--- src/logic/fifo_pkg.sv ---
`default_nettype none

// Word formats seen on the host FIFOs and the data memory
package fifo_pkg;

	// Host FIFO word
	localparam int word_w = 32;

	// Coprocessor data memory word
	localparam int dword_w = 64;

	// All ones marks the end of a program
	localparam logic [word_w-1:0] prog_end = '1;

	// ==================================================
	// Data memory word
	// ==================================================

	// Read whole by the memory, read as two halves by the packer
	// Upper half goes out first
	typedef union packed {
		logic [dword_w-1:0] whole;
		struct packed {
			logic [word_w-1:0] hi;
			logic [word_w-1:0] lo;
		} halves;
	} data_word_t;

endpackage

`default_nettype wire

--- src/logic/loader_pkg.sv ---
`default_nettype none

// Memory sizes and sequencer states
package loader_pkg;

	// Instruction memory, full size
	localparam int imem_words = 1024;
	localparam int imem_aw = 10;

	// Data memory, cut down for simulation
	localparam int dmem_words = 32;
	localparam int dmem_aw = 5;

	// Shared counter covers the larger memory
	localparam int cnt_w = 10;

	// ==================================================
	// Sequencer states
	// ==================================================

	typedef enum logic [3:0] {
		// Program load
		wait_word = 4'd0,
		read_gap  = 4'd1,
		take_word = 4'd2,
		next_load = 4'd3,
		// Coprocessor run
		start     = 4'd4,
		run       = 4'd5,
		stop      = 4'd6,
		// Result unload
		send_hi   = 4'd7,
		hi_gap    = 4'd8,
		send_lo   = 4'd9,
		lo_gap    = 4'd10,
		next_send = 4'd11
	} seq_state_t;

endpackage

`default_nettype wire

--- src/logic/data_mem.sv ---
`timescale 1ns/1ns
`default_nettype none

// Coprocessor result store
module data_mem (
	input  wire                             CLOCK_50,
	input  wire                             we,
	input  wire [loader_pkg::dmem_aw-1:0]   wr_addr,
	input  wire [fifo_pkg::dword_w-1:0]     wr_data,
	input  wire [loader_pkg::dmem_aw-1:0]   rd_addr,
	output fifo_pkg::data_word_t            rd_word
);

	logic [fifo_pkg::dword_w-1:0] mem [loader_pkg::dmem_words];

	// ==================================================
	// Coprocessor write port
	// ==================================================

	// Only driven during the run phase
	always_ff @(posedge CLOCK_50) begin
		if (we) begin
			mem[wr_addr] <= wr_data;
		end
	end

	// ==================================================
	// Unload read port
	// ==================================================

	// Reads every cycle from the shared counter
	// Word is valid one cycle after the address settles
	always_ff @(posedge CLOCK_50) begin
		rd_word.whole <= mem[rd_addr];
	end

endmodule

`default_nettype wire

--- config.mk ---
export PLATFORM = sky130hd
export DESIGN_NAME = data_mem
export DESIGN_NICKNAME = d
export VERILOG_FILES = /design/src/logic/fifo_pkg.sv /design/src/logic/loader_pkg.sv /design/src/logic/data_mem.sv
export SDC_FILE = /design/constraint.sdc
export NUM_CORES = 2
export LEC_CHECK = 0
export ABC_AREA = 1
export BUFFER_PORTS_ARGS = -buffer_cell sky130_fd_sc_hd__buf_4
export CAP_MARGIN = 20
export CORE_ASPECT_RATIO = 0.6
export CORE_MARGIN = 2
export CORE_UTILIZATION = 51
export DETAILED_ROUTE_END_ITERATION = 8
export PLACE_DENSITY = 0.67
export SLEW_MARGIN = 20
export SYNTH_ARGS = -nofsm -noshare
export SYNTH_HDL_FRONTEND = slang
export SYNTH_SLANG_ARGS = --single-unit
--- constraint.sdc ---
create_clock -name CLOCK_50 -period 5.05 [get_ports CLOCK_50]
set_input_delay 1.01 -clock CLOCK_50 [delete_from_list [all_inputs] [get_ports CLOCK_50]]
set_output_delay 1.01 -clock CLOCK_50 [all_outputs]
set_load 0.02 [all_outputs]
==> flow_summary.ini <==
[outcome]
status = finished, final reports clean

[yosys]
synth-main-ff-cell = edfxtp_1
syn-cell-area_um2 = 83000
yosysSeqAreaShare = 0.756
synthArstFlopShare = 0
synth_cell_types = 13
synth_edf_count = 2048
synthesis.nets = 6844
synth.avg_cell_area_um2 = 12.3
synth_seq_cells = 2112
yosys_warnings = 0
netlist_instances = 6768

[layout]
final_util = 0.574
layout-drive-gt1-share = 0.0794
num-fill-cells = 12600
nets = 6861
areaGrowthSynthToFinish_pct = 11.6
postLayoutCellArea_um2 = 92600
layout_commonest_cell = nand2_1
seqCellArea_um2 = 62800
most-common-layout-cells = 2376 x nand2_1, 2048 x edfxtp_1, 1800 x nand3_1
multiInputGateArea_um2 = 18300

[timing]
layout_worst_path_cycle_share = 0.561
rsz0062_at_grt = no
worst_pin_slew_ns = 1.34
finalSetupTns_ns = 0
clock.fmax_mhz = 353
finalHoldViolations = 0
relSlewSlack = 0.104
setup_viol_count_final = 0
drv_slew = 0
clock_skew_ns = 0.0417
fin_crit_ns = 2.83

[placement]
dp_hpwl_um = 111000
gp_congestion = 0.789
io_buffers = 139
placed_area_um2 = 86800

[global_route]
grt-busiest-layer = met1
grt_overflow_total = 0
antenna_found_initial = 7
use_met3 = 0.0523
grt_pass1_wl_um = 340000
grt_max_degree = 224
use_met2 = 0.406
met1_usage = 0.421
grt_pass1_vias = 50800
track_usage = 0.275

[cts]
h-tree-depth = 4
clk_path_buf_depth = 4
post_cts_buffers = 0
ctsResizeCount = 0
cts_tree = yes
cts_root_buf = clkbuf_16
numCtsBuffers = 192
clock_latency_ns = 0.84
cts_sinks = 2112
hold_buffers = 0
clkTransAtPathRegs_ns = 0.07

[critical_path]
cp_num_buf_inv = 3
critPathTopFamily = buffers and inverters
rr_worst_depth = 8
slowest_stage = buf_4
r2r_slack_ns = 3.71
cp.depth = 9
reg2reg_to = rd_word[15]
worstPathRequired_ns = 5.83
r2r-start = mem[5][15]
crit_path_frequent_cell = nand3_1
crit_chain = buf_8 > inv_16 > buf_4 > nand2_1 > nand3_1 > nand3_1 > nand3_1 > nand3_1 > nand2_1
crit_arrival_ns = 3.62
critPathMaxStageDelay_ns = 0.75
startpoint_type = primary input
critPathLaunch = rd_addr[0]
endpoint_kind = flop
path_class = in2reg
critPathMaxFanout = 223

[drt]
routed_wl_um = 230000
vias_per_cell = 5.92
drtIter0Drc = 7814
wl_per_cell_um = 25.3
num_vias = 53800
drc = 0
ant_nets = 0
first_pass_iters = 6

[pwr]
swShare = 0.225
p_total_w = 0.0358
switching_power_w = 0.00806
vdd_drop_max_mv = 0.312
combPwrFrac = 0.062
pwr-share-clk = 0.391
power.density_nw_per_um2 = 386
p_leak_nw = 32.8
p_int_w = 0.0277
pwr-share-seq = 0.547

[floorplanning]
die_w_um = 525
rows = 114
die_area_um2 = 166000
start_util = 0.514
fp.coreArea_um2 = 161000
die_h_um = 316
ioPinCount = 140

[run]
drv_cap = 0

[hold_path]
min_path_cells = 1
hp-class = in2reg
hp-start = wr_data[41]
whs_endpoint = mem[9][41]
-- sequential cells by signal (all words and copies together) (netlist names) --
register,cells
rd_word,64
mem,2048
-- cell type report --
class	instances	share of cell area
multi-input cells	4208	0.197
clock buffers	257	0.0560
flip-flops and latches	2112	0.678
well taps	2146	0.0290
repair buffers	261	0.0317
clock inverters	88	0.00711
diodes	5	0.000135
inverters	10	0.000824
-- cell families (layout without fill, tap and decap cells) --
kind of cell,after synthesis,count (layout),share of synthesized area
simple gates,4208,4208,0.217
other cells,0,5,0
buf+inv,448,616,0.0261
flops,2112,2112,0.756
-- worst max-delay path by stage --
| stage | endpoint | slack (ns) |
|---|---|---|
| finish | rd_word[18] | 2.22 |
| global route | rd_word[59] | 2.20 |
| CTS | mem[12][19] | 2.32 |
| detailed placement | mem[8][3] | 1.46 |
| global placement | mem[12][52] | 1.53 |
| floorplan | mem[0][0] | 0.58 |
-- cell usage after synthesis (2+ instances only) --
library cell,count,area [µm²]
clkbuf_1,82,308
nand2_1,2376,8920
dfxtp_1,64,1280
buf_4,28,210
buf_6,4,45.0
nand3_1,1800,9010
inv_2,2,7.51
inv_1,7,26.3
nor2_1,32,120
buf_1,49,184
buf_2,275,1380
edfxtp_1,2048,61500
-- metal layers --
layer	up-vias	part of all wire
li1	24000	-
met1	26400	0.43
met2	3021	0.44
met3	372	0.11
met4	2	0.023
met5	-	0.000052
-- power groups by stage --
stage	Combinational (W)	Clock [W]	Sequential (W)
2_1_floorplan	0.00119	0	0.0200
3_3_place_gp	0.00218	0	0.0199
3_5_place_dp	0.00221	0	0.0199
4_1_cts	0.00222	0.0141	0.0196
5_1_grt	0.00244	0.0148	0.0196
6_report	0.00224	0.0140	0.0196
-- through the flow --
stage | hold WS (ns) | std cells | setup WS, ns
after global routing | 0.558 | 9083 | 2.20
final | 0.573 | 9087 | 2.22
after floorplan | 0.640 | 6768 | 0.576
after detailed placement | 0.682 | 8737 | 1.46
after CTS | 0.529 | 9082 | 2.32
after global placement | 0.685 | 8737 | 1.53
-- worst reg2reg max path: cells and delay by family, from the launching register on --
| family | cells | cell delay (ns) |
|---|---|---|
| AND/OR/NAND/NOR | 8 | 0.76 |
| flip-flops | 1 | 0.42 |
No activity file was read; power rests on OpenSTA's default activity.
