`src/logic/fifo_pkg.sv`:
```
`default_nettype none

// Word formats seen on the host FIFOs and the data memory
package fifo_pkg;

	// Host FIFO word
	localparam int word_w = 32;

	// Coprocessor data memory word
	localparam int dword_w = 64;

	// All ones marks the end of a program
	localparam logic [word_w-1:0] prog_end = '1;

	// ==================================================
	// Data memory word
	// ==================================================

	// Read whole by the memory, read as two halves by the packer
	// Upper half goes out first
	typedef union packed {
		logic [dword_w-1:0] whole;
		struct packed {
			logic [word_w-1:0] hi;
			logic [word_w-1:0] lo;
		} halves;
	} data_word_t;

endpackage

`default_nettype wire

```
`src/logic/loader_pkg.sv`:
```
`default_nettype none

// Memory sizes and sequencer states
package loader_pkg;

	// Instruction memory, full size
	localparam int imem_words = 1024;
	localparam int imem_aw = 10;

	// Data memory, cut down for simulation
	localparam int dmem_words = 32;
	localparam int dmem_aw = 5;

	// Shared counter covers the larger memory
	localparam int cnt_w = 10;

	// ==================================================
	// Sequencer states
	// ==================================================

	typedef enum logic [3:0] {
		// Program load
		wait_word = 4'd0,
		read_gap  = 4'd1,
		take_word = 4'd2,
		next_load = 4'd3,
		// Coprocessor run
		start     = 4'd4,
		run       = 4'd5,
		stop      = 4'd6,
		// Result unload
		send_hi   = 4'd7,
		hi_gap    = 4'd8,
		send_lo   = 4'd9,
		lo_gap    = 4'd10,
		next_send = 4'd11
	} seq_state_t;

endpackage

`default_nettype wire

```
`src/logic/load_sequencer.sv`:
```
`timescale 1ns/1ns
`default_nettype none

module load_sequencer (
	input  wire                          CLOCK_50,
	input  wire                          rst_n,
	input  wire                          in_empty,
	input  wire                          out_full,
	input  wire                          cpu_done,
	input  wire [fifo_pkg::word_w-1:0]   in_data,
	input  wire [loader_pkg::cnt_w-1:0]  count,
	output logic                         in_read,
	output logic                         imem_we,
	output logic                         cnt_clear,
	output logic                         cnt_step,
	output logic                         cpu_start,
	output logic                         cpu_run,
	output logic                         send_hi,
	output logic                         send_lo
);

	loader_pkg::seq_state_t state;
	logic last_word;

	// Counter sits on the final data memory entry
	assign last_word = (count == loader_pkg::cnt_w'(loader_pkg::dmem_words - 1));

	// ==================================================
	// Counter and packer strobes
	// ==================================================

	// Step after each stored instruction and each sent data word
	assign cnt_step = (state == loader_pkg::next_load) ||
		((state == loader_pkg::next_send) && !last_word);

	// Back to zero before unload and after the final word
	assign cnt_clear = (state == loader_pkg::start) ||
		((state == loader_pkg::next_send) && last_word);

	// Only fire a half when the outbound FIFO has room
	assign send_hi = (state == loader_pkg::send_hi) && !out_full;
	assign send_lo = (state == loader_pkg::send_lo) && !out_full;

	// ==================================================
	// State register and registered strobes
	// ==================================================

	always_ff @(posedge CLOCK_50 or negedge rst_n) begin
		if (!rst_n) begin
			state <= loader_pkg::wait_word;
			in_read <= 1'b0;
			imem_we <= 1'b0;
			cpu_start <= 1'b0;
			cpu_run <= 1'b0;
		end else begin
			// Single-cycle pulses by default
			in_read <= 1'b0;
			imem_we <= 1'b0;
			cpu_start <= 1'b0;
			unique case (state)
				// Pop once the host has queued a word
				loader_pkg::wait_word: begin
					if (!in_empty) begin
						in_read <= 1'b1;
						state <= loader_pkg::read_gap;
					end
				end
				// FIFO data settles here
				loader_pkg::read_gap: begin
					state <= loader_pkg::take_word;
				end
				// Terminator starts the run, anything else is stored
				loader_pkg::take_word: begin
					if (in_data == fifo_pkg::prog_end) begin
						cpu_start <= 1'b1;
						state <= loader_pkg::start;
					end else begin
						imem_we <= 1'b1;
						state <= loader_pkg::next_load;
					end
				end
				// Write lands at count, then count steps
				loader_pkg::next_load: begin
					state <= loader_pkg::wait_word;
				end
				// Start pulse is out, enable follows
				loader_pkg::start: begin
					cpu_run <= 1'b1;
					state <= loader_pkg::run;
				end
				loader_pkg::run: begin
					if (cpu_done) begin
						cpu_run <= 1'b0;
						state <= loader_pkg::stop;
					end
				end
				// Data memory read of the current address completes here
				loader_pkg::stop: begin
					state <= loader_pkg::send_hi;
				end
				// Hold while full
				loader_pkg::send_hi: begin
					if (!out_full) begin
						state <= loader_pkg::hi_gap;
					end
				end
				loader_pkg::hi_gap: begin
					state <= loader_pkg::send_lo;
				end
				loader_pkg::send_lo: begin
					if (!out_full) begin
						state <= loader_pkg::lo_gap;
					end
				end
				loader_pkg::lo_gap: begin
					state <= loader_pkg::next_send;
				end
				// Last entry sent, ready for a new program
				loader_pkg::next_send: begin
					if (last_word) begin
						state <= loader_pkg::wait_word;
					end else begin
						state <= loader_pkg::stop;
					end
				end
				default: begin
					state <= loader_pkg::wait_word;
				end
			endcase
		end
	end

endmodule

`default_nettype wire

```
`config.mk`:
```
export PLATFORM = sky130hd
export DESIGN_NAME = load_sequencer
export DESIGN_NICKNAME = d
export VERILOG_FILES = /design/src/logic/fifo_pkg.sv /design/src/logic/loader_pkg.sv /design/src/logic/load_sequencer.sv
export SDC_FILE = /design/constraint.sdc
export NUM_CORES = 1
export LEC_CHECK = 0
export ABC_AREA = 1
export BUFFER_PORTS_ARGS = -buffer_cell sky130_fd_sc_hd__clkbuf_2
export CORE_MARGIN = 2
export CORE_UTILIZATION = 40
export DETAILED_ROUTE_END_ITERATION = 6
export PLACE_DENSITY = 0.95
export SYNTH_ARGS = -nofsm -noshare
export SYNTH_HDL_FRONTEND = slang
export SYNTH_SLANG_ARGS = --single-unit
```
`constraint.sdc`:
```
create_clock -name CLOCK_50 -period 2 [get_ports CLOCK_50]
set_input_delay 0.4 -clock CLOCK_50 [delete_from_list [all_inputs] [get_ports CLOCK_50]]
set_output_delay 0.4 -clock CLOCK_50 [all_outputs]
set_load 0.1 [all_outputs]
```
==> results.md <==
* Seq/Total Area, Yosys at ~31%
* Netlist cell types at 15
* # rows at 14
* Final wirelength at 1.86 mm
* Largest net degree at the start of global routing at 9
* Residual DRC at 0
* DR iter-0 viols at 27
* Worst hold margin at 308 ps
* CTS buffer count at 3
* Clk_lat worst skew at around 260 ps
* Setup_tns at 0 ps
* Initial antenna violation count at 0
* Async S/R FF share, synth at between 90% and 100%
* Pre-CTS WS at 310 ps
* Post-CTS setup buffer count at 0
* Synth Area in Compound Gates at 6.43%
* Syn_area_per_cell at around 5.6 um^2
* Tmin final at roughly 1900 ps
* Core area at approximately 1500 um^2
* Mux cell area share after synthesis at 0%
* Top sig layer: met4
* Outcome: complete, no violations
* Final setup margin at 104 ps
* Crit path DAT at around 1500 ps
* Die H at 44.1 um
* Worst hold path depth at 2
* Worst-case clock buffer depth at 2
* Number of synthesized flops with an enable pin at 0
* Setup violators final at 0
* Cell Pwr Density at 1270 nW/um^2
* Tcrit/Tclk final at 94.8%
* Largest family of logic cells by synthesized area: simple AND/OR/NAND/NOR gates
* Yosys warns at 0
* Adder and majority gate portion of the synthesized area at 0%
* Startpoint types: flip-flop
* IO Count at 55
* HP Class: in2reg
* Reg2reg start: state[0]
* Pwr Total at between 0.001 and 0.0015 W
* Die X at approximately 44 um
* Syn Inst Count at 114
* Max IR drop VDD at ~700 uV
* Grt ovf at 0
* WL met2 at 993 um
* WL/cell at a little under 10 um
* Critical path type: reg2out
* Nets@finish at 221
* Worst Skew at about 3.4 ps
* Max Cap Violations at 0
* Routed Antenna Nets at 0
* Cell taking the most area after synthesis: dfrtp_1
* M1 WL at approximately 650 um
* Die ar. at a little under 2000 um^2
* Worst EP required at approximately 1600 ps
* Hold path startpoint: in_empty
* Simple logic cell fraction of the synthesized area at between 50% and 60%
* First-pass GRT wire length at 3.25 mm
* Final Core Density at between 60% and 70%
* Flop2flop setup slack at about 580 ps
* WL met3 at 148 um
* Seq cells post-synth at 8
* Max Fclk at approximately 530 MHz
* Synth top area share at between 30% and 40%
* Critical R2R Capture: state[0]
* XOR/XNOR share of the synthesized area at 0%
* Top cells by area, synth: dfrtp_1 (31%), nand2_1 (29%), nor2_1 (12%)
* CTS tree: yes
* Gpl congestion at 0.776
* Number of global-route vias before repair at roughly 860
* Worst Path Max Fanout at 6
* Vias at 903
* Antenna Cells at 0
* Fin. Hold Viols at 0
* Layout cells sized above 1 at ~40%
* Vias per cell at 4.80
* 1st-pass router iterations at 4
* RSZ-0062 raised after global routing: false
* Cell with the most instances after synthesis: nand2_1
* Reg clk slew, reported paths at around 60 ps
* Most used flip-flop cell after synthesis: dfrtp_1
* Crit end category: output port
* CTS sink cnt at 8
* Reg2reg path depth at 9
* GRT Util Overall at a little under a quarter
* Post-Syn Area at ~640 um^2
* Syn_nets at 161
* Commonest cells post-synth: nand2_1 (50), nor2_1 (20), inv_1 (13)
* Max-slew violations at 0
* Leak at about 0.63 nW
* Initial Utilization at around 43%
* Synthesis-to-layout area growth at 63.4%
* Worst-margin pin slew at around 540 ps
* Port bufs at 54
* Min-Delay Endpoint: in_read
* Max_slew headroom at between 60 and 70%
* Root Buffer: clkbuf_4
* H-Tree Depth at 1
* DP HPWL at between 1.5 and 2 mm
==> cells by family after synthesis <==
| logic type | count (synthesis) |
|---|---|
| flip-flops | 8 |
| AND/OR/NAND/NOR | 82 |
| AO/OA/AOI/OAI | 7 |
| buffers and inverters | 17 |
==> layer usage <==
layer	track usage (%)	vias up
met5	0	-
met4	16.4	0
met3	6.53	7
met2	42.4	47
met1	20.6	387
li1	-	462
==> metrics by stage <==
| step | cells | cell area (um^2) |
|---|---|---|
| 6_report | 188 | 1050 |
| 5_1_grt | 188 | 1050 |
| 4_1_cts | 188 | 1050 |
| 3_5_place_dp | 184 | 1010 |
| 3_3_place_gp | 184 | 1010 |
| 2_1_floorplan | 114 | 664 |
==> critical path: stages, from the launching register on <==
cell,delay (ps)
dfrtp_1,420
nand2_1,230
nor2_2,210
nand2_1,90
o21ai_2,90
buf_12,190
==> power by group <==
group	switching, W	leakage [nW]	internal (W)
clock	0.0000648	0.0138	0.0000694
sequential	0.0000616	0.100	0.000227
combinational	0.000650	0.517	0.000261
total	0.000777	0.631	0.000557
==> cell type report <==
class / instances / area, um^2
Clock buffer: 3 / 22.5
Fill cell: 123 / 458
Inverter: 17 / 63.8
Multi-Input combinational cell: 89 / 400
Sequential cell: 8 / 201
Tap cell: 16 / 20.0
Timing Repair Buffer: 55 / 340
==> what timing repair did <==
action | 4_1_cts | 5_1_grt
endpoints found under the hold margin | 8 | 0
gates resized for setup | 0 | 1
endpoints found under the setup margin | 0 | 1
hold buffers | 1 | 0
==> worst max-delay path by stage <==
| stage | depth (start not counted) | slack [ps] | start | end |
|---|---|---|---|---|
| detailed placement | 7 | 310 | count[5] | cnt_clear |
| floorplan | 5 | 30 | count[5] | cnt_clear |
| finish | 5 | 100 | state[0] | cnt_step |
| global placement | 7 | 330 | count[5] | cnt_clear |
| global route | 5 | 10 | state[0] | cnt_step |
| CTS | 7 | 80 | state[3] | cnt_step |
==> state kept, by name, indices dropped and copies added, names as in the netlist <==
signal / flops
cpu_start: 1
state: 4
cpu_run: 1
in_read: 1
imem_we: 1
==> placed cells by master, fill, tap and decap left out <==
| cell | instances |
|---|---|
| nand3_2 | 1 |
| dfrtp_2 | 1 |
| buf_12 | 4 |
| o21ai_2 | 1 |
| clkbuf_2 | 50 |
| o2bb2ai_1 | 1 |
| nor2_2 | 4 |
| nand3_1 | 7 |
| dlygate4sd3_1 | 1 |
| nor3_1 | 1 |
| inv_1 | 13 |
| o21ai_1 | 1 |
| nand2_1 | 50 |
| inv_2 | 4 |
| dfrtp_1 | 7 |
| nor2_1 | 18 |
| clkbuf_4 | 3 |
| a21oi_1 | 3 |
| o31ai_4 | 1 |
| nor2_4 | 1 |
No activity file was read; power rests on OpenSTA's default activity.
