`config.mk`:
```
export PLATFORM = sky130hd
export DESIGN_NAME = word_counter
export DESIGN_NICKNAME = d
export VERILOG_FILES = /design/src/logic/loader_pkg.sv /design/src/logic/word_counter.sv
export SDC_FILE = /design/constraint.sdc
export NUM_CORES = 1
export LEC_CHECK = 0
export ABC_AREA = 1
export ABC_CLOCK_PERIOD_IN_PS = 1250
export BUFFER_PORTS_ARGS = -buffer_cell sky130_fd_sc_hd__buf_2
export CAP_MARGIN = 20
export CORE_AREA = 2 2 39 41
export DETAILED_ROUTE_END_ITERATION = 7
export DIE_AREA = 0 0 41 43
export SLEW_MARGIN = 20
export SYNTH_ARGS = -nofsm -noshare
export SYNTH_HDL_FRONTEND = slang
export SYNTH_SLANG_ARGS = --single-unit
```
`constraint.sdc`:
```
create_clock -name CLOCK_50 -period 1.25 [get_ports CLOCK_50]
set_input_delay 0.25 -clock CLOCK_50 [delete_from_list [all_inputs] [get_ports CLOCK_50]]
set_output_delay 0.25 -clock CLOCK_50 [all_outputs]
set_load 0.1 [all_outputs]
```
`src/logic/loader_pkg.sv`:
```
`default_nettype none

// Memory sizes and sequencer states
package loader_pkg;

	// Instruction memory, full size
	localparam int imem_words = 1024;
	localparam int imem_aw = 10;

	// Data memory, cut down for simulation
	localparam int dmem_words = 32;
	localparam int dmem_aw = 5;

	// Shared counter covers the larger memory
	localparam int cnt_w = 10;

	// ==================================================
	// Sequencer states
	// ==================================================

	typedef enum logic [3:0] {
		// Program load
		wait_word = 4'd0,
		read_gap  = 4'd1,
		take_word = 4'd2,
		next_load = 4'd3,
		// Coprocessor run
		start     = 4'd4,
		run       = 4'd5,
		stop      = 4'd6,
		// Result unload
		send_hi   = 4'd7,
		hi_gap    = 4'd8,
		send_lo   = 4'd9,
		lo_gap    = 4'd10,
		next_send = 4'd11
	} seq_state_t;

endpackage

`default_nettype wire

```
`src/logic/word_counter.sv`:
```
`timescale 1ns/1ns
`default_nettype none

// One address register for both load and unload
module word_counter (
	input  wire                          CLOCK_50,
	input  wire                          rst_n,
	input  wire                          cnt_clear,
	input  wire                          cnt_step,
	output logic [loader_pkg::cnt_w-1:0] count
);

	// ==================================================
	// Address register
	// ==================================================

	always_ff @(posedge CLOCK_50 or negedge rst_n) begin
		if (!rst_n) begin
			count <= '0;
		end else begin
			// Clear wins over step
			if (cnt_clear) begin
				count <= '0;
			end else if (cnt_step) begin
				count <= count + 1'b1;
			end
		end
	end

endmodule

`default_nettype wire

```
==> results of run 1 <==
==> logic make-up (layout without fill, tap and decap cells) <==
| logic type | after synthesis | count (layout) | synth area share (%) |
|---|---|---|---|
| compound gates | 11 | 11 | 10.1 |
| buf+inv | 11 | 29 | 7.80 |
| simple gates | 40 | 40 | 33.9 |
| fa+ha+maj | 1 | 1 | 2.29 |
| flops | 10 | 10 | 45.9 |
==> timing repair <==
item,in CTS,in global routing
endpoints found under the setup margin,0,2
endpoints found under the hold margin,10,0
setup buffers,0,0
gates resized for setup,0,0
hold buffers,1,0
==> stage by stage <==
step	power, µW	instances	hold WS [ps]	TNS (ps)	setup slack [ps]
detailed placement	460	102	126	0	59.9
CTS	757	107	291	0	28.3
floorplan	412	73	-45.6	-323	-135
global placement	459	102	127	0	87.7
finish	755	107	283	0	28.9
global route	780	107	309	-1.29	-1.29
==> cells in the final DEF (no fill, tap or decap) <==
cell type / synthesis / layout
nand2_1: 18 / 17
buf_2: 0 / 3
clkbuf_4: 0 / 3
clkinv_1: 1 / 1
buf_12: 0 / 10
clkinv_2: 1 / 1
dfrtp_2: 0 / 2
nand3_2: 1 / 2
a21oi_1: 4 / 4
o21ai_1: 0 / 2
clkbuf_8: 0 / 1
nand3_1: 5 / 4
nand4_1: 1 / 1
o21ai_0: 7 / 5
nor2_4: 2 / 2
inv_1: 9 / 9
dlygate4sd3_1: 0 / 1
ha_4: 0 / 1
dfrtp_4: 0 / 8
nor2_2: 1 / 1
nor2_1: 11 / 11
nand2_2: 1 / 2
==> power breakdown <==
group	leakage (µW)	switching, µW	total (µW)	internal, µW
sequential	0.000120	12.3	344	332
combinational	0.000214	72.2	109	36.8
clock	0.0000210	124	301	177
==> final cells by class <==
type                            instances  area, µm²  share of cell area, %
Tap cell                               16       20.0                   2.28
Multi-Input combinational cell         52        273                   31.0
Timing Repair Buffer                   14        225                   25.6
Sequential cell                        10        283                   32.1
Inverter                               11       42.5                   4.84
Clock buffer                            4       36.3                   4.13
==> worst paths after layout <==
check | to | slack [ps] | depth (start not counted)
worst max-delay path | count[1] | 30 | 1
worst min-delay path | count[0] | 280 | 3
worst max register to register | count[6] | 60 | 7
worst min register to register | count[3] | 570 | 1
max in group asynchronous | count[6] | 650 | 2
min in group asynchronous | count[5] | 370 | 2
==> layer usage <==
metal	vias up	global-route usage (%)	part of all wire, %
met3	4	3.66	3.7
met1	237	22.6	44
met4	0	10.0	2.5
li1	267	-	-
met2	12	27.5	49
met5	-	0	0
==> metrics.txt, run 1 <==
antenna violations before repair 0; maxcap violations 0; worst path required time 1000 ps; CTS clk-pin slew, worst paths 70 ps; crit-path cells buf_12; number of diodes 0; Post-synth top cells 18 x nand2_1, 11 x nor2_1, 10 x dfrtp_1; Routability Congestion 0.720; clock skew 0.350 ps; Static Leak 0.000354 µW; HP Start cnt_step; largest net degree at the start of global routing 11; Post-synth EDFFs 0; Worst Path Buf+Inv 1; Layout Nets 97; Vias per Instance 4.86; Max Slew Vio Count 0; dpl cell area 833 µm²; I/O pin total 14; synthesized net count 78; hold crit path type in -> reg; P&R area growth vs syn 61.2%; Skew-Pair Late Insertion Delay 270 ps; First-pass DRT Iterations 3; CTS Sinks 10; VDD IR-drop max 0.000600 V; Yosys cell types 15; Design Area, Final 880 µm²; H-tree levels 1; DRT Wirelength 1.22 mm; Fin. Hold Viols 0; type of element launching the critical path flop; largest registers count: 10 flops; fill count 116; CTS Buf Count 3; crit path DAT 970 ps; WL/cell 11.4 µm; CP peak stage delay 520 ps; Post-Syn Area 546 µm²; Crit. End Element output port; final cycle utilization of the critical path 97.7%; Mean Syn Cell Area 7.47 µm²; Die Y 43 µm; max FFs per register 10; CP startpoint count[1]; Biggest register count; starting density of the core 39.4%; Synth area leaders dfrtp_1 46%, nand2_1 12%, nor2_1 7.6%; count leader, synth nand2_1; Core ar. 1380 µm²; CP delay by family, top flip-flops; Antenna Nets Post-Route 0; RSZ-0062 raised after global routing true; Synth top area share 45.9%; Site Rows 14; status completed; Remaining Overflow, GRT 0; DR DRC count 0; DR vias 520; PD cells 858 nW/µm²; Mapped Cells 73; final period demand of the worst path 1220 ps; ratio of cells with drive above 1 in the final layout 39.6%; Root Buffer clkbuf_4; HPWL after DPL 963 µm; Max clock buf depth 2; Slew HR 83.7%; final setup fails 0; slowest CP cell dfrtp_4; sequential fraction of the synthesis area 45.9%; Top FF cell, synth dfrtp_1; post-synthesis async set-or-reset flop share 100%; f_max 819 MHz; first-pass GRT wire length 2.15 mm; Finished Core Util 63.6%; CTS tree yes; RR Startpoint count[1]; register bit total from synthesis 10; number of global-route vias before repair 524; Yosys top cell by area dfrtp_1; die width 41 µm; yosys warns 0; Total GRT Usage 18.1%; CP Class reg -> out; PortBufs 13; Worst Tran Pin Value 242 ps; Critical Path Fanout Max 5; Die Area 1760 µm²; initial DRC count 3
Power figures use the tool's default switching activity.
==> run 2: changes to the inputs <==
- ABC_AREA: 1 -> unset
==> metrics.txt, run 2 <==
Yosys cell types 17 (was 15); largest net degree at the start of global routing 11 (unchanged); final setup fails 11 (was 0); synthesized net count 52 (was 78); Total Neg Setup Slack -609 ps (was 0 ps); starting density of the core 35.8% (was 39.4%); Crit. End Element flop (was output port); yosys warns 0 (unchanged); die width 41 µm (unchanged); CP startpoint count[0] (was count[1]); VDD IR-drop max 0.000635 V (was 0.000600 V); CTS tree yes (unchanged); Power, Total 816 µW (was 755 µW); sequential fraction of the synthesis area 50.5% (was 45.9%); clock skew 6.85 ps (was 0.350 ps); PD cells 763 nW/µm² (was 858 nW/µm²); r2r setup slk -90 ps (was 60 ps); f_max 746 MHz (was 819 MHz); Remaining Overflow, GRT 0 (unchanged); DR DRC count 0 (unchanged); Post-Synth Adder-Cell Area 2.53% (was 2.29%); Worst R2R Path Depth 4 (was 7); initial DRC count 2 (was 3); crit path DAT 1530 ps (was 970 ps); Slew HR 81.6% (was 83.7%); CTS Buf Count 3 (unchanged); Post-synth EDFFs 0 (unchanged); largest family of logic cells by synthesized area simple AND/OR/NAND/NOR gates (unchanged); Mean Syn Cell Area 10.5 µm² (was 7.47 µm²); P&R area growth vs syn 116% (was 61.2%); Post-synth top cells 10 x dfrtp_1, 5 x a21oi_1, 5 x nand2_1, 5 x nor2_1 (was 18 x nand2_1, 11 x nor2_1, 10 x dfrtp_1); Synth top area share 50.5% (was 45.9%); Critical Path Fanout Max 4 (was 5); antenna violations before repair 0 (unchanged); First-pass DRT Iterations 2 (was 3); Root Buffer clkbuf_4 (unchanged); number of global-route vias before repair 598 (was 524); Vias per Instance 5.21 (was 4.86); Yosys top cell by area dfrtp_1 (unchanged); register bit total from synthesis 10 (unchanged); ratio of cells with drive above 1 in the final layout 70.1% (was 39.6%); worst path required time 1440 ps (was 1000 ps); Worst Hold Path EP count[8] (was count[0]); I/O pin total 14 (unchanged); DRT Wirelength 1.47 mm (was 1.22 mm); WL/cell 14.2 µm (was 11.4 µm); RSZ-0062 raised after global routing true (unchanged); RR Startpoint count[0] (was count[1]); hold crit path type in -> reg (unchanged); Top FF cell, synth dfrtp_1 (unchanged); Biggest register count (unchanged); pre-CTS setup slack -67.5 ps (was 59.9 ps); largest registers count: 10 flops (unchanged); maxcap violations 0 (unchanged); leading cell types in the layout, fill and taps excluded 13 x buf_4, 11 x buf_6, 10 x buf_12, 8 x dfrtp_4, 5 x nor2_1 (was 17 x nand2_1, 11 x nor2_1, 10 x buf_12, 9 x inv_1, 8 x dfrtp_4); H-tree levels 1 (unchanged); type of element launching the critical path flop (unchanged); CP Class reg -> reg (was reg -> out); first-pass GRT wire length 2.53 mm (was 2.15 mm); dpl cell area 880 µm² (was 833 µm²); setup ws final -90.4 ps (was 28.9 ps); complex-gate fraction of the synthesized area 16.9% (was 10.1%); status finished, violations left (was completed); Synth area leaders dfrtp_1 51%, o2111ai_4 5.3%, xor2_1 5.3% (was dfrtp_1 46%, nand2_1 12%, nor2_1 7.6%); DR vias 537 (was 520); CTS Sinks 10 (unchanged); Fin. Hold Viols 0 (unchanged); Layout Nets 93 (was 97); Site Rows 14 (unchanged); failing checks setup timing; Die Y 43 µm (unchanged); Worst Tran Pin Value 277 ps (was 242 ps); count leader, synth dfrtp_1 (was nand2_1); max FFs per register 10 (unchanged); Max Slew Vio Count 0 (unchanged); post-synthesis async set-or-reset flop share 100% (unchanged); WHS Path Cells 3 (unchanged); CTS clk-pin slew, worst paths 70 ps (about the same); Skew-Pair Late Insertion Delay 270 ps (about the same); mux cell area share after synthesis 2.02% (was 0%); final cycle utilization of the critical path 107% (was 97.7%); fill count 97 (was 116); Antenna Nets Post-Route 0 (unchanged); HPWL after DPL 991 µm (was 963 µm); Static Leak 0.000420 µW (was 0.000354 µW); number of diodes 0 (unchanged); Die Area 1760 µm² (unchanged); Mapped Cells 47 (was 73); worst reg2reg path endpoint count[8] (was count[6]); Total GRT Usage 21.6% (was 18.1%); Routability Congestion 0.712 (was 0.720); Max clock buf depth 2 (unchanged); Post-Syn Area 495 µm² (was 546 µm²); final period demand of the worst path 1340 ps (was 1220 ps); Design Area, Final 1070 µm² (was 880 µm²); HP Start cnt_clear (was cnt_step); Core ar. 1380 µm² (unchanged); post-synthesis simple-gate area fraction 18.7% (was 33.9%); Synth Area in XOR/XNOR 7.07% (was 0%); commonest non-fill, non-tap cell in the layout buf_4 (was nand2_1); PortBufs 13 (unchanged)
## run 2: layout make-up
class	instances	area (µm²)	area share, %
timing repair buffer	38	447	41.8
sequential	10	283	26.5
multi-input combinational	35	283	26.5
clock buffer	4	36.3	3.40
tap	16	20.0	1.87
## run 2: per-stage QoR
step / std cells / hold slack [ps] / utilization (%)
floorplan: 47 / -45.6 / -
global placement: 89 / 124 / 63.6
detailed placement: 89 / 124 / 63.6
CTS: 101 / 340 / 73.3
global route: 103 / 369 / 77.2
finish: 103 / 362 / 77.2
## run 2: what timing repair did
item                                    in CTS  in global routing
endpoints found under the setup margin      13                 15
buffers inserted                             7                  2
gates resized for setup                     10                  9
hold buffers                                 1                  0
pin swaps                                    2                 10
hold endpoints to repair                    10                  0
## run 2: logic make-up (layout without fill, tap and decap cells)
kind of cell    count (synthesis)  after routing
simple gates                   18             18
compound gates                 11             11
flops                          10             10
xor+xnor                        4              4
buf+inv                         2             42
fa+ha+maj                       1              1
mux                             1              1
## run 2: where the power goes
group          internal, µW  leakage [µW]  switching (µW)  total [µW]
Clock                   177     0.0000210             123         300
Combinational          74.6      0.000279            94.9         169
Sequential              334      0.000120            12.2         346
Total                   585      0.000420             230         816
## run 2: critical path: stages, from the launching register on
cell,delay (ps)
dfrtp_4,450
ha_4,160
nand2_2,50
or4_4,480
a21oi_2,120
## run 2: worst max-delay path by stage
stage                    end  slack (ps)  cells past startpoint
floorplan           count[8]        -280                      4
global placement    count[8]         -60                      4
detailed placement  count[8]         -70                      4
CTS                 count[8]         -90                      4
global route        count[8]        -130                      4
finish              count[8]         -90                      4
## run 2: per-layer routing
| layer | GRT usage (%) | wire length (µm) | vias up |
|---|---|---|---|
| li1 | - | - | 254 |
| met1 | 23.5 | 564 | 271 |
| met2 | 34.7 | 840 | 10 |
| met3 | 4.71 | 53 | 2 |
| met4 | 14.7 | 9 | 0 |
| met5 | 0 | 0 | - |
