<file path="config.mk">
export PLATFORM = sky130hd
export DESIGN_NAME = result_packer
export DESIGN_NICKNAME = d
export VERILOG_FILES = /design/src/logic/fifo_pkg.sv /design/src/logic/result_packer.sv
export SDC_FILE = /design/constraint.sdc
export NUM_CORES = 1
export LEC_CHECK = 0
export BUFFER_PORTS_ARGS = -buffer_cell sky130_fd_sc_hd__buf_4
export CAP_MARGIN = 25
export CORE_UTILIZATION = 43
export CTS_BUF_LIST = sky130_fd_sc_hd__clkbuf_4 sky130_fd_sc_hd__clkbuf_8
export DETAILED_ROUTE_END_ITERATION = 6
export GPL_TIMING_DRIVEN = 0
export PLACE_DENSITY = 0.82
export SLEW_MARGIN = 20
export SYNTH_ARGS = -nofsm -noshare
export SYNTH_HDL_FRONTEND = slang
export SYNTH_SLANG_ARGS = --single-unit
</file>
<file path="constraint.sdc">
create_clock -name CLOCK_50 -period 0.8 [get_ports CLOCK_50]
set_input_delay 0.08 -clock CLOCK_50 [delete_from_list [all_inputs] [get_ports CLOCK_50]]
set_output_delay 0.08 -clock CLOCK_50 [all_outputs]
set_load 0.1 [all_outputs]
</file>
<file path="src/logic/fifo_pkg.sv">
`default_nettype none

// Word formats seen on the host FIFOs and the data memory
package fifo_pkg;

	// Host FIFO word
	localparam int word_w = 32;

	// Coprocessor data memory word
	localparam int dword_w = 64;

	// All ones marks the end of a program
	localparam logic [word_w-1:0] prog_end = '1;

	// ==================================================
	// Data memory word
	// ==================================================

	// Read whole by the memory, read as two halves by the packer
	// Upper half goes out first
	typedef union packed {
		logic [dword_w-1:0] whole;
		struct packed {
			logic [word_w-1:0] hi;
			logic [word_w-1:0] lo;
		} halves;
	} data_word_t;

endpackage

`default_nettype wire

</file>
<file path="src/logic/result_packer.sv">
`timescale 1ns/1ns
`default_nettype none

// Splits a data word into two outbound FIFO writes
module result_packer (
	input  wire                          CLOCK_50,
	input  wire                          rst_n,
	input  wire fifo_pkg::data_word_t    word,
	input  wire                          send_hi,
	input  wire                          send_lo,
	output logic [fifo_pkg::word_w-1:0]  out_data,
	output logic                         out_write
);

	// ==================================================
	// Write strobe
	// ==================================================

	// One cycle per requested half
	always_ff @(posedge CLOCK_50 or negedge rst_n) begin
		if (!rst_n) begin
			out_write <= 1'b0;
		end else begin
			out_write <= send_hi || send_lo;
		end
	end

	// ==================================================
	// Write data
	// ==================================================

	// Upper half first, then lower
	always_ff @(posedge CLOCK_50) begin
		if (send_hi) begin
			out_data <= word.halves.hi;
		end else if (send_lo) begin
			out_data <= word.halves.lo;
		end
	end

endmodule

`default_nettype wire

</file>
==> results.ini, run 1 <==
[run_status]
status=finished, violations left
failed_checks=setup timing

[global_route]
grt_pass1_vias=1035
grt_pass1_wl_mm=4.58
remaining_overflow_grt=0
grt_use_total_pct=18.4
grt_max_degree=34
antenna_found_initial=0

[synthesis]
synth-adder-area-share_pct=0
synth_compound_gate_area_share_pct=0
postSynthNetCount=138
yosysUniqueCellTypes=7
ys_warn_count=0
synth.cell_area_sq_mm=0.00153
combinational_family_with_the_most_area_after_synthesis=multiplexers
yosys.area.top_type_share_pct=62.7
synth_top_cells_by_area=edfxtp_1, mux2_4, buf_12
postSynthCellCount=70
xor_and_xnor_area_share_after_synthesis_pct=0
synth_largest_area_cell=edfxtp_1
ys_ff_latch=33
synthSimpleGateAreaFrac_pct=0.408
synth.avg_cell_area_sq_um=21.9
sequential_fraction_of_the_synthesis_area_pct=64.3
muxShareOfSynthArea_pct=30.6

[clocking]
cts_made_buffers=5
cts.path.max_buffers=2
clkTransAtPathRegs_ps=100
clkSinkCount=33
htreeDepth=2
ctsRootBufferMaster=clkbuf_4
cts_tree=done
postCtsSetupRepairBufs=0

[route]
detailroute.via_count=1024
drt_iter0_drc=17
drtPass1Iterations=4
route.final.wire_length_mm=3.41
postRouteAntennaNets=0
routed_via_density=4.57
route.detailed.drc=0
detail_route.wl_per_cell_um=15.2

[layout]
final_cell_count_no_fill=224
final_layout_size_suffix_gt1_share_pct=81.5
finalInstanceArea_sq_mm=0.00255
number_of_filler_instances_in_the_final_layout=230
fin_nets=245
post_synthesis_to_final_layout_area_growth_pct=66.4
antenna-diode-count=0

[place]
preCtsSetupSlack_ps=-313
place_congestion=0.709
placedCellCount=215
post_dp_cell_area_sq_mm=0.00235
port_buffers=99

[floorplanning]
coreArea_sq_mm=0.00336
rows=21
die_h_um=61.7
chip_width_um=61.7
fp.dieArea_sq_mm=0.00381
start_util_pct=45.6
num_io_pins=101

[worst_setup_path]
cp_max_fo=1
worst-endpoint-required_ps=720
worstPathArrival_ps=970
critical_path.startpoint_type=register
cp_slowest_cell=edfxtp_1
crit_chain=buf_6
timing.critical_path.max_delay_family=flip-flops
endpoint=out_data[22]
worst_setup_path_startpoint=out_data[22]
timing_worst_setup_path_type=reg2out
end_kind=output port
cp_num_cells=1
crit_buf_inv=1
critical-path-max-stage-delay_ps=430

[pwr]
ir_drop_mv=1.40
static-leakage-power_nw=1.19
power_density_mw_per_mm2=2150
power.total_mw=5.49

[min_path]
hold_depth=2
hp-class=in2reg

[timing]
slew_violations=0
grt_setup_unrepaired=yes
hold_viol_final=0
transition_time_at_the_pin_with_the_least_slew_margin_ps=439
setup_violations=33
period_share_pct=132
layout_min_cycle_time_ps=1050
slew_margin_rel_pct=70.7
max_freq_ghz=0.949
post_route_setup_slack_ps=-254

[run]
max_cap_viol_count=0

-- placed cells by master (no fill, tap or decap) --
| cell | count |
|---|---|
| buf_6 | 30 |
| clkbuf_4 | 6 |
| buf_8 | 2 |
| dlygate4sd3_1 | 1 |
| mux2_2 | 3 |
| mux2_4 | 29 |
| buf_4 | 66 |
| clkinv_2 | 2 |
| dfrtp_2 | 1 |
| edfxtp_1 | 32 |
| buf_12 | 5 |
| or2_4 | 1 |
-- synthesized netlist by cell type (all sizes together) --
| library cell | number |
|---|---|
| or2 | 1 |
| buf | 4 |
| dfrtp | 1 |
| edfxtp | 32 |
| mux2 | 32 |
-- layout make-up --
class                      instances  area [sq um]  share of cell area [%]
tap                               46          57.6                    2.26
buffer                             4          80.1                    3.14
timing repair buffer             100           893                    35.0
clock inverter                     2          10.0                   0.392
sequential                        33           987                    38.7
multi-input combinational         33           478                    18.7
clock buffer                       6          45.0                    1.77
-- report_power, final --
| group | switching, mW | internal (mW) |
|---|---|---|
| clock | 0.538 | 0.368 |
| combinational | 1.59 | 0.782 |
| sequential | 0.0935 | 2.12 |
| total | 2.22 | 3.27 |
-- state kept, by name, summed over array words and instances, names as in the netlist --
name	count
out_write	1
out_data	32
-- per-stage QoR --
stage | util (%) | hold slack [ps] | TNS [ps]
2_1_floorplan | - | -216 | -14090
3_3_place_gp | 69.8 | -144 | -12000
3_5_place_dp | 69.8 | -143 | -13020
4_1_cts | 75.4 | 19.1 | -7470
5_1_grt | 75.9 | 15.8 | -8270
6_report | 75.9 | 32.4 | -6990
-- layer usage --
| metal | up-vias | track usage [%] | part of all wire [%] |
|---|---|---|---|
| li1 | 485 | - | - |
| met1 | 467 | 16.8 | 30 |
| met2 | 65 | 32.6 | 57 |
| met3 | 7 | 8.70 | 11 |
| met4 | 0 | 11.4 | 1.8 |
| met5 | - | 0 | 0 |
-- repair_timing --
item                                   CTS  global route
endpoints found under the hold margin    1             0
hold buffers                             1             0
setup endpoints to repair               33            33
gates resized for setup                 33             4
-- worst min-delay path by stage --
stage	start	endpoint
detailed placement	rst_n	out_write
CTS	word[38]	out_data[6]
global placement	rst_n	out_write
finish	word[6]	out_data[6]
global route	word[25]	out_data[25]
floorplan	rst_n	out_write
-- logic make-up (layout without fill, tap and decap cells) --
kind of cell	after synthesis	after routing
buf+inv	4	112
simple gates	1	1
flops	33	33
mux	32	32
No activity file was read; power rests on OpenSTA's default activity.
==> run 2, diff against run 1 <==
- CORE_MARGIN: unset -> 5
- clock period: 0.8 -> 1.16 ns (I/O delays scaled with it)
==> results.ini, run 2 (same netlist as run 1, synthesis figures left out) <==
[timing]
slew_margin_rel_pct=71.5
period_share_pct=94.6
transition_time_at_the_pin_with_the_least_slew_margin_ps=427
slew_violations=0
grt_setup_unrepaired=no
setup_violations=0
layout_min_cycle_time_ps=1100
max_freq_ghz=0.912
fin_tns_setup_ps=0
hold_viol_final=0
timing.hold.ws_ps=77.9

[worst_setup_path]
worst-endpoint-required_ps=1040
cp_slowest_cell=edfxtp_1
crit_chain=buf_4
timing_worst_setup_path_type=reg2out
critical-path-max-stage-delay_ps=360
critical_path.startpoint_type=register
worstPathArrival_ps=980
end_kind=output port
cp_num_cells=1
crit_buf_inv=1
cp_max_fo=1
timing.critical_path.max_delay_family=flip-flops
worst_setup_path_startpoint=out_data[15]
endpoint=out_data[15]

[layout]
reg_top3=out_data: 32 flops, out_write: 1 flops
final_layout_size_suffix_gt1_share_pct=79.8
post_synthesis_to_final_layout_area_growth_pct=56.3
antenna-diode-count=0
registers.top_by_ff_count=out_data
layout.cells.most_common=buf_4
final_cell_mix=buf_4, edfxtp_1, mux2_4
max_ffs_per_register=32
fin_nets=245
final_cell_count_no_fill=224
number_of_filler_instances_in_the_final_layout=237

[floorplanning]
rows=21
coreArea_sq_mm=0.00339
num_io_pins=101
chip_width_um=69.7
die_h_um=69.7
start_util_pct=45.2
fp.dieArea_sq_mm=0.00486

[clocking]
cts_made_buffers=5
clkTransAtPathRegs_ps=100
ctsRootBufferMaster=clkbuf_4
cts_tree=done
postCtsSetupRepairBufs=0
cts_repair_resize_count=0
htreeDepth=2
clkSinkCount=33
cts.path.max_buffers=2

[route]
postRouteAntennaNets=0
route.final.wire_length_mm=3.54
drt_iter0_drc=38
routed_via_density=4.54
route.detailed.drc=0
detailroute.via_count=1016
detail_route.wl_per_cell_um=15.8
drtPass1Iterations=2

[pwr]
ir_drop_mv=0.886
power_density_mw_per_mm2=1510
static-leakage-power_nw=1.13

[global_route]
grt_max_degree=34
grt_pass1_wl_mm=5.53
remaining_overflow_grt=0
grt_pass1_vias=1134
antenna_found_initial=0
grt_use_total_pct=15.0

[place]
place_congestion=0.815
placedCellCount=215
port_buffers=99

[min_path]
hp-class=in2reg

[run_status]
status=finished, final reports clean

[run]
max_cap_viol_count=0

## run 2: changes by cell type in the layout (fill, tap and decap cells not counted)
cell	delta
buf_12	-2
buf_4	+33
clkinv_2	-1
dfrtp_1	+1
clkinv_1	+2
buf_8	-2
dfrtp_2	-1
buf_6	-29
clkbuf_4	-1
## run 2: cell type report
cell class | count | area [sq um] | area share [%]
sequential | 33 | 986 | 41.1
timing repair buffer | 100 | 753 | 31.4
multi-input combinational | 33 | 478 | 19.9
buffer | 4 | 71.3 | 2.98
tap | 46 | 57.6 | 2.40
clock buffer | 5 | 37.5 | 1.57
clock inverter | 3 | 12.5 | 0.522
## run 2: report_power, final
group	switching (mW)	total, mW	leakage, nW	internal (mW)
Combinational	1.10	1.54	0.767	0.446
Clock	0.366	0.585	0.0300	0.219
Sequential	0.0355	1.49	0.336	1.45
## run 2: worst min path at each step
stage	from	end	slack, ps	cells after the start
after floorplan	rst_n	out_write	-180	0
after global routing	word[13]	out_data[13]	70	2
after CTS	word[13]	out_data[13]	70	2
after global placement	rst_n	out_write	-110	1
after detailed placement	rst_n	out_write	-110	1
final	word[13]	out_data[13]	80	2
## run 2: per-stage QoR
step | power [mW] | setup WS (ps) | instance area [sq um] | utilization, %
detailed placement | 3.07 | -26.4 | 2340 | 68.9
global route | 3.74 | 14.5 | 2400 | 70.7
floorplan | 2.66 | 110 | 1540 | -
CTS | 3.65 | 36.3 | 2400 | 70.7
finish | 3.62 | 63.0 | 2400 | 70.7
global placement | 3.04 | -2.30 | 2340 | 68.9
## run 2: routing by layer
| metal | wire (um) | up-vias | global-route usage (%) |
|---|---|---|---|
| li1 | - | 485 | - |
| met2 | 1910 | 59 | 26.6 |
| met4 | 95 | 0 | 7.87 |
| met5 | 0 | - | 0 |
| met3 | 361 | 8 | 6.81 |
| met1 | 1170 | 464 | 14.4 |
## run 2: repair_timing
item	4_1_cts	5_1_grt
hold endpoints to repair	1	0
setup endpoints to repair	0	0
hold buffers	1	0
==> run 3, diff against run 2 <==
- CELL_PAD_IN_SITES_DETAIL_PLACEMENT: unset -> 0
- CELL_PAD_IN_SITES_GLOBAL_PLACEMENT: unset -> 1
- CORE_UTILIZATION: 43 -> 34
- PLACE_DENSITY: 0.82 -> unset
- PLACE_DENSITY_LB_ADDON: unset -> 0.1
==> results.ini, run 3 (same netlist as run 1, synthesis figures left out) <==
[run_status]
status=finished, final reports clean

[timing]
hold_viol_final=0
layout_min_cycle_time_ps=1030
setup_violations=0
max_freq_ghz=0.968
transition_time_at_the_pin_with_the_least_slew_margin_ps=454
fin_tns_setup_ps=0
grt_setup_unrepaired=no
slew_violations=0
slew_margin_rel_pct=69.7
period_share_pct=89.1

[clocking]
cts_tree=done
cts.path.max_buffers=2
htreeDepth=2
clkSinkCount=33
cts_made_buffers=5
clkTransAtPathRegs_ps=70
postCtsSetupRepairBufs=0
ctsRootBufferMaster=clkbuf_8
cts_repair_resize_count=0

[route]
detail_route.wl_per_cell_um=15.5
detailroute.via_count=1021
postRouteAntennaNets=0
route.final.wire_length_mm=3.56
drtPass1Iterations=2
drt_iter0_drc=31
route.detailed.drc=0
routed_via_density=4.44

[layout]
final_layout_size_suffix_gt1_share_pct=80.9
antenna-diode-count=0
final_cell_mix=buf_4, edfxtp_1, mux2_4
registers.top_by_ff_count=out_data
max_ffs_per_register=32
reg_top3=out_data: 32 flops, out_write: 1 flops
layout.cells.most_common=buf_4
final_cell_count_no_fill=230
post_synthesis_to_final_layout_area_growth_pct=59.2
fin_nets=245

[floorplanning]
start_util_pct=35.2
chip_width_um=77.1
coreArea_sq_mm=0.00435
rows=24
fp.dieArea_sq_mm=0.00595
num_io_pins=101
die_h_um=77.1

[worst_setup_path]
cp_max_fo=1
worst-endpoint-required_ps=1040
crit_chain=buf_4
endpoint=out_data[26]
cp_num_cells=1
worstPathArrival_ps=920
end_kind=output port
critical-path-max-stage-delay_ps=340
worst_setup_path_startpoint=out_data[26]
critical_path.startpoint_type=register
timing.critical_path.max_delay_family=flip-flops
crit_buf_inv=1
cp_slowest_cell=edfxtp_1
timing_worst_setup_path_type=reg2out

[min_path]
hp-class=in2reg

[place]
port_buffers=99
placedCellCount=221
hpwl_mm=2.80
place_congestion=0.673

[global_route]
grt_pass1_vias=1097
remaining_overflow_grt=0
grt_use_total_pct=11.7
grt_max_degree=34
antenna_found_initial=0
grt_pass1_wl_mm=5.47

[pwr]
static-leakage-power_nw=1.15
power_density_mw_per_mm2=1590
ir_drop_mv=0.802
power.total_mw=3.88

[run]
max_cap_viol_count=0

## run 3: worst min-delay path by stage
| stage | from | endpoint | slack [ps] | cells past startpoint |
|---|---|---|---|---|
| floorplan | rst_n | out_write | -180 | 0 |
| global placement | rst_n | out_write | -110 | 1 |
| detailed placement | rst_n | out_write | -110 | 1 |
| CTS | word[36] | out_data[4] | 120 | 2 |
| global route | word[55] | out_data[23] | 120 | 2 |
| finish | word[36] | out_data[4] | 130 | 2 |
## run 3: layout make-up
type,instances,area [sq um]
Buffer,4,71.3
Clock buffer,6,76.3
Clock inverter,2,10.0
Fill cell,353,1910
Multi-Input combinational cell,33,478
Sequential cell,33,986
Tap cell,52,65.1
Timing Repair Buffer,100,753
## run 3: where the power goes
| group | switching, mW | leakage (nW) | internal [mW] |
|---|---|---|---|
| Combinational | 1.09 | 0.767 | 0.446 |
| Sequential | 0.0338 | 0.336 | 1.46 |
| Clock | 0.410 | 0.0484 | 0.439 |
| Total | 1.54 | 1.15 | 2.34 |
## run 3: layer usage
layer | GRT usage (%) | wire length (um) | vias to the layer above
met2 | 20.6 | 1920 | 56
met5 | 0 | 0 | -
met1 | 12.2 | 1240 | 477
met3 | 5.39 | 357 | 5
met4 | 4.12 | 43 | 0
li1 | - | - | 483
## run 3: metrics by stage
stage	area [sq um]	util, %	hold WS, ps	setup WS, ps
after floorplan	1540	-	-180	110
after global placement	2340	53.8	-108	-40.0
after detailed placement	2340	53.8	-105	-63.4
after CTS	2440	56.0	120	107
after global routing	2440	56.0	118	81.9
final	2440	56.0	131	127
## run 3: what timing repair did
action,4_1_cts,5_1_grt
hold endpoints to repair,1,0
endpoints found under the setup margin,0,0
hold buffers,1,0
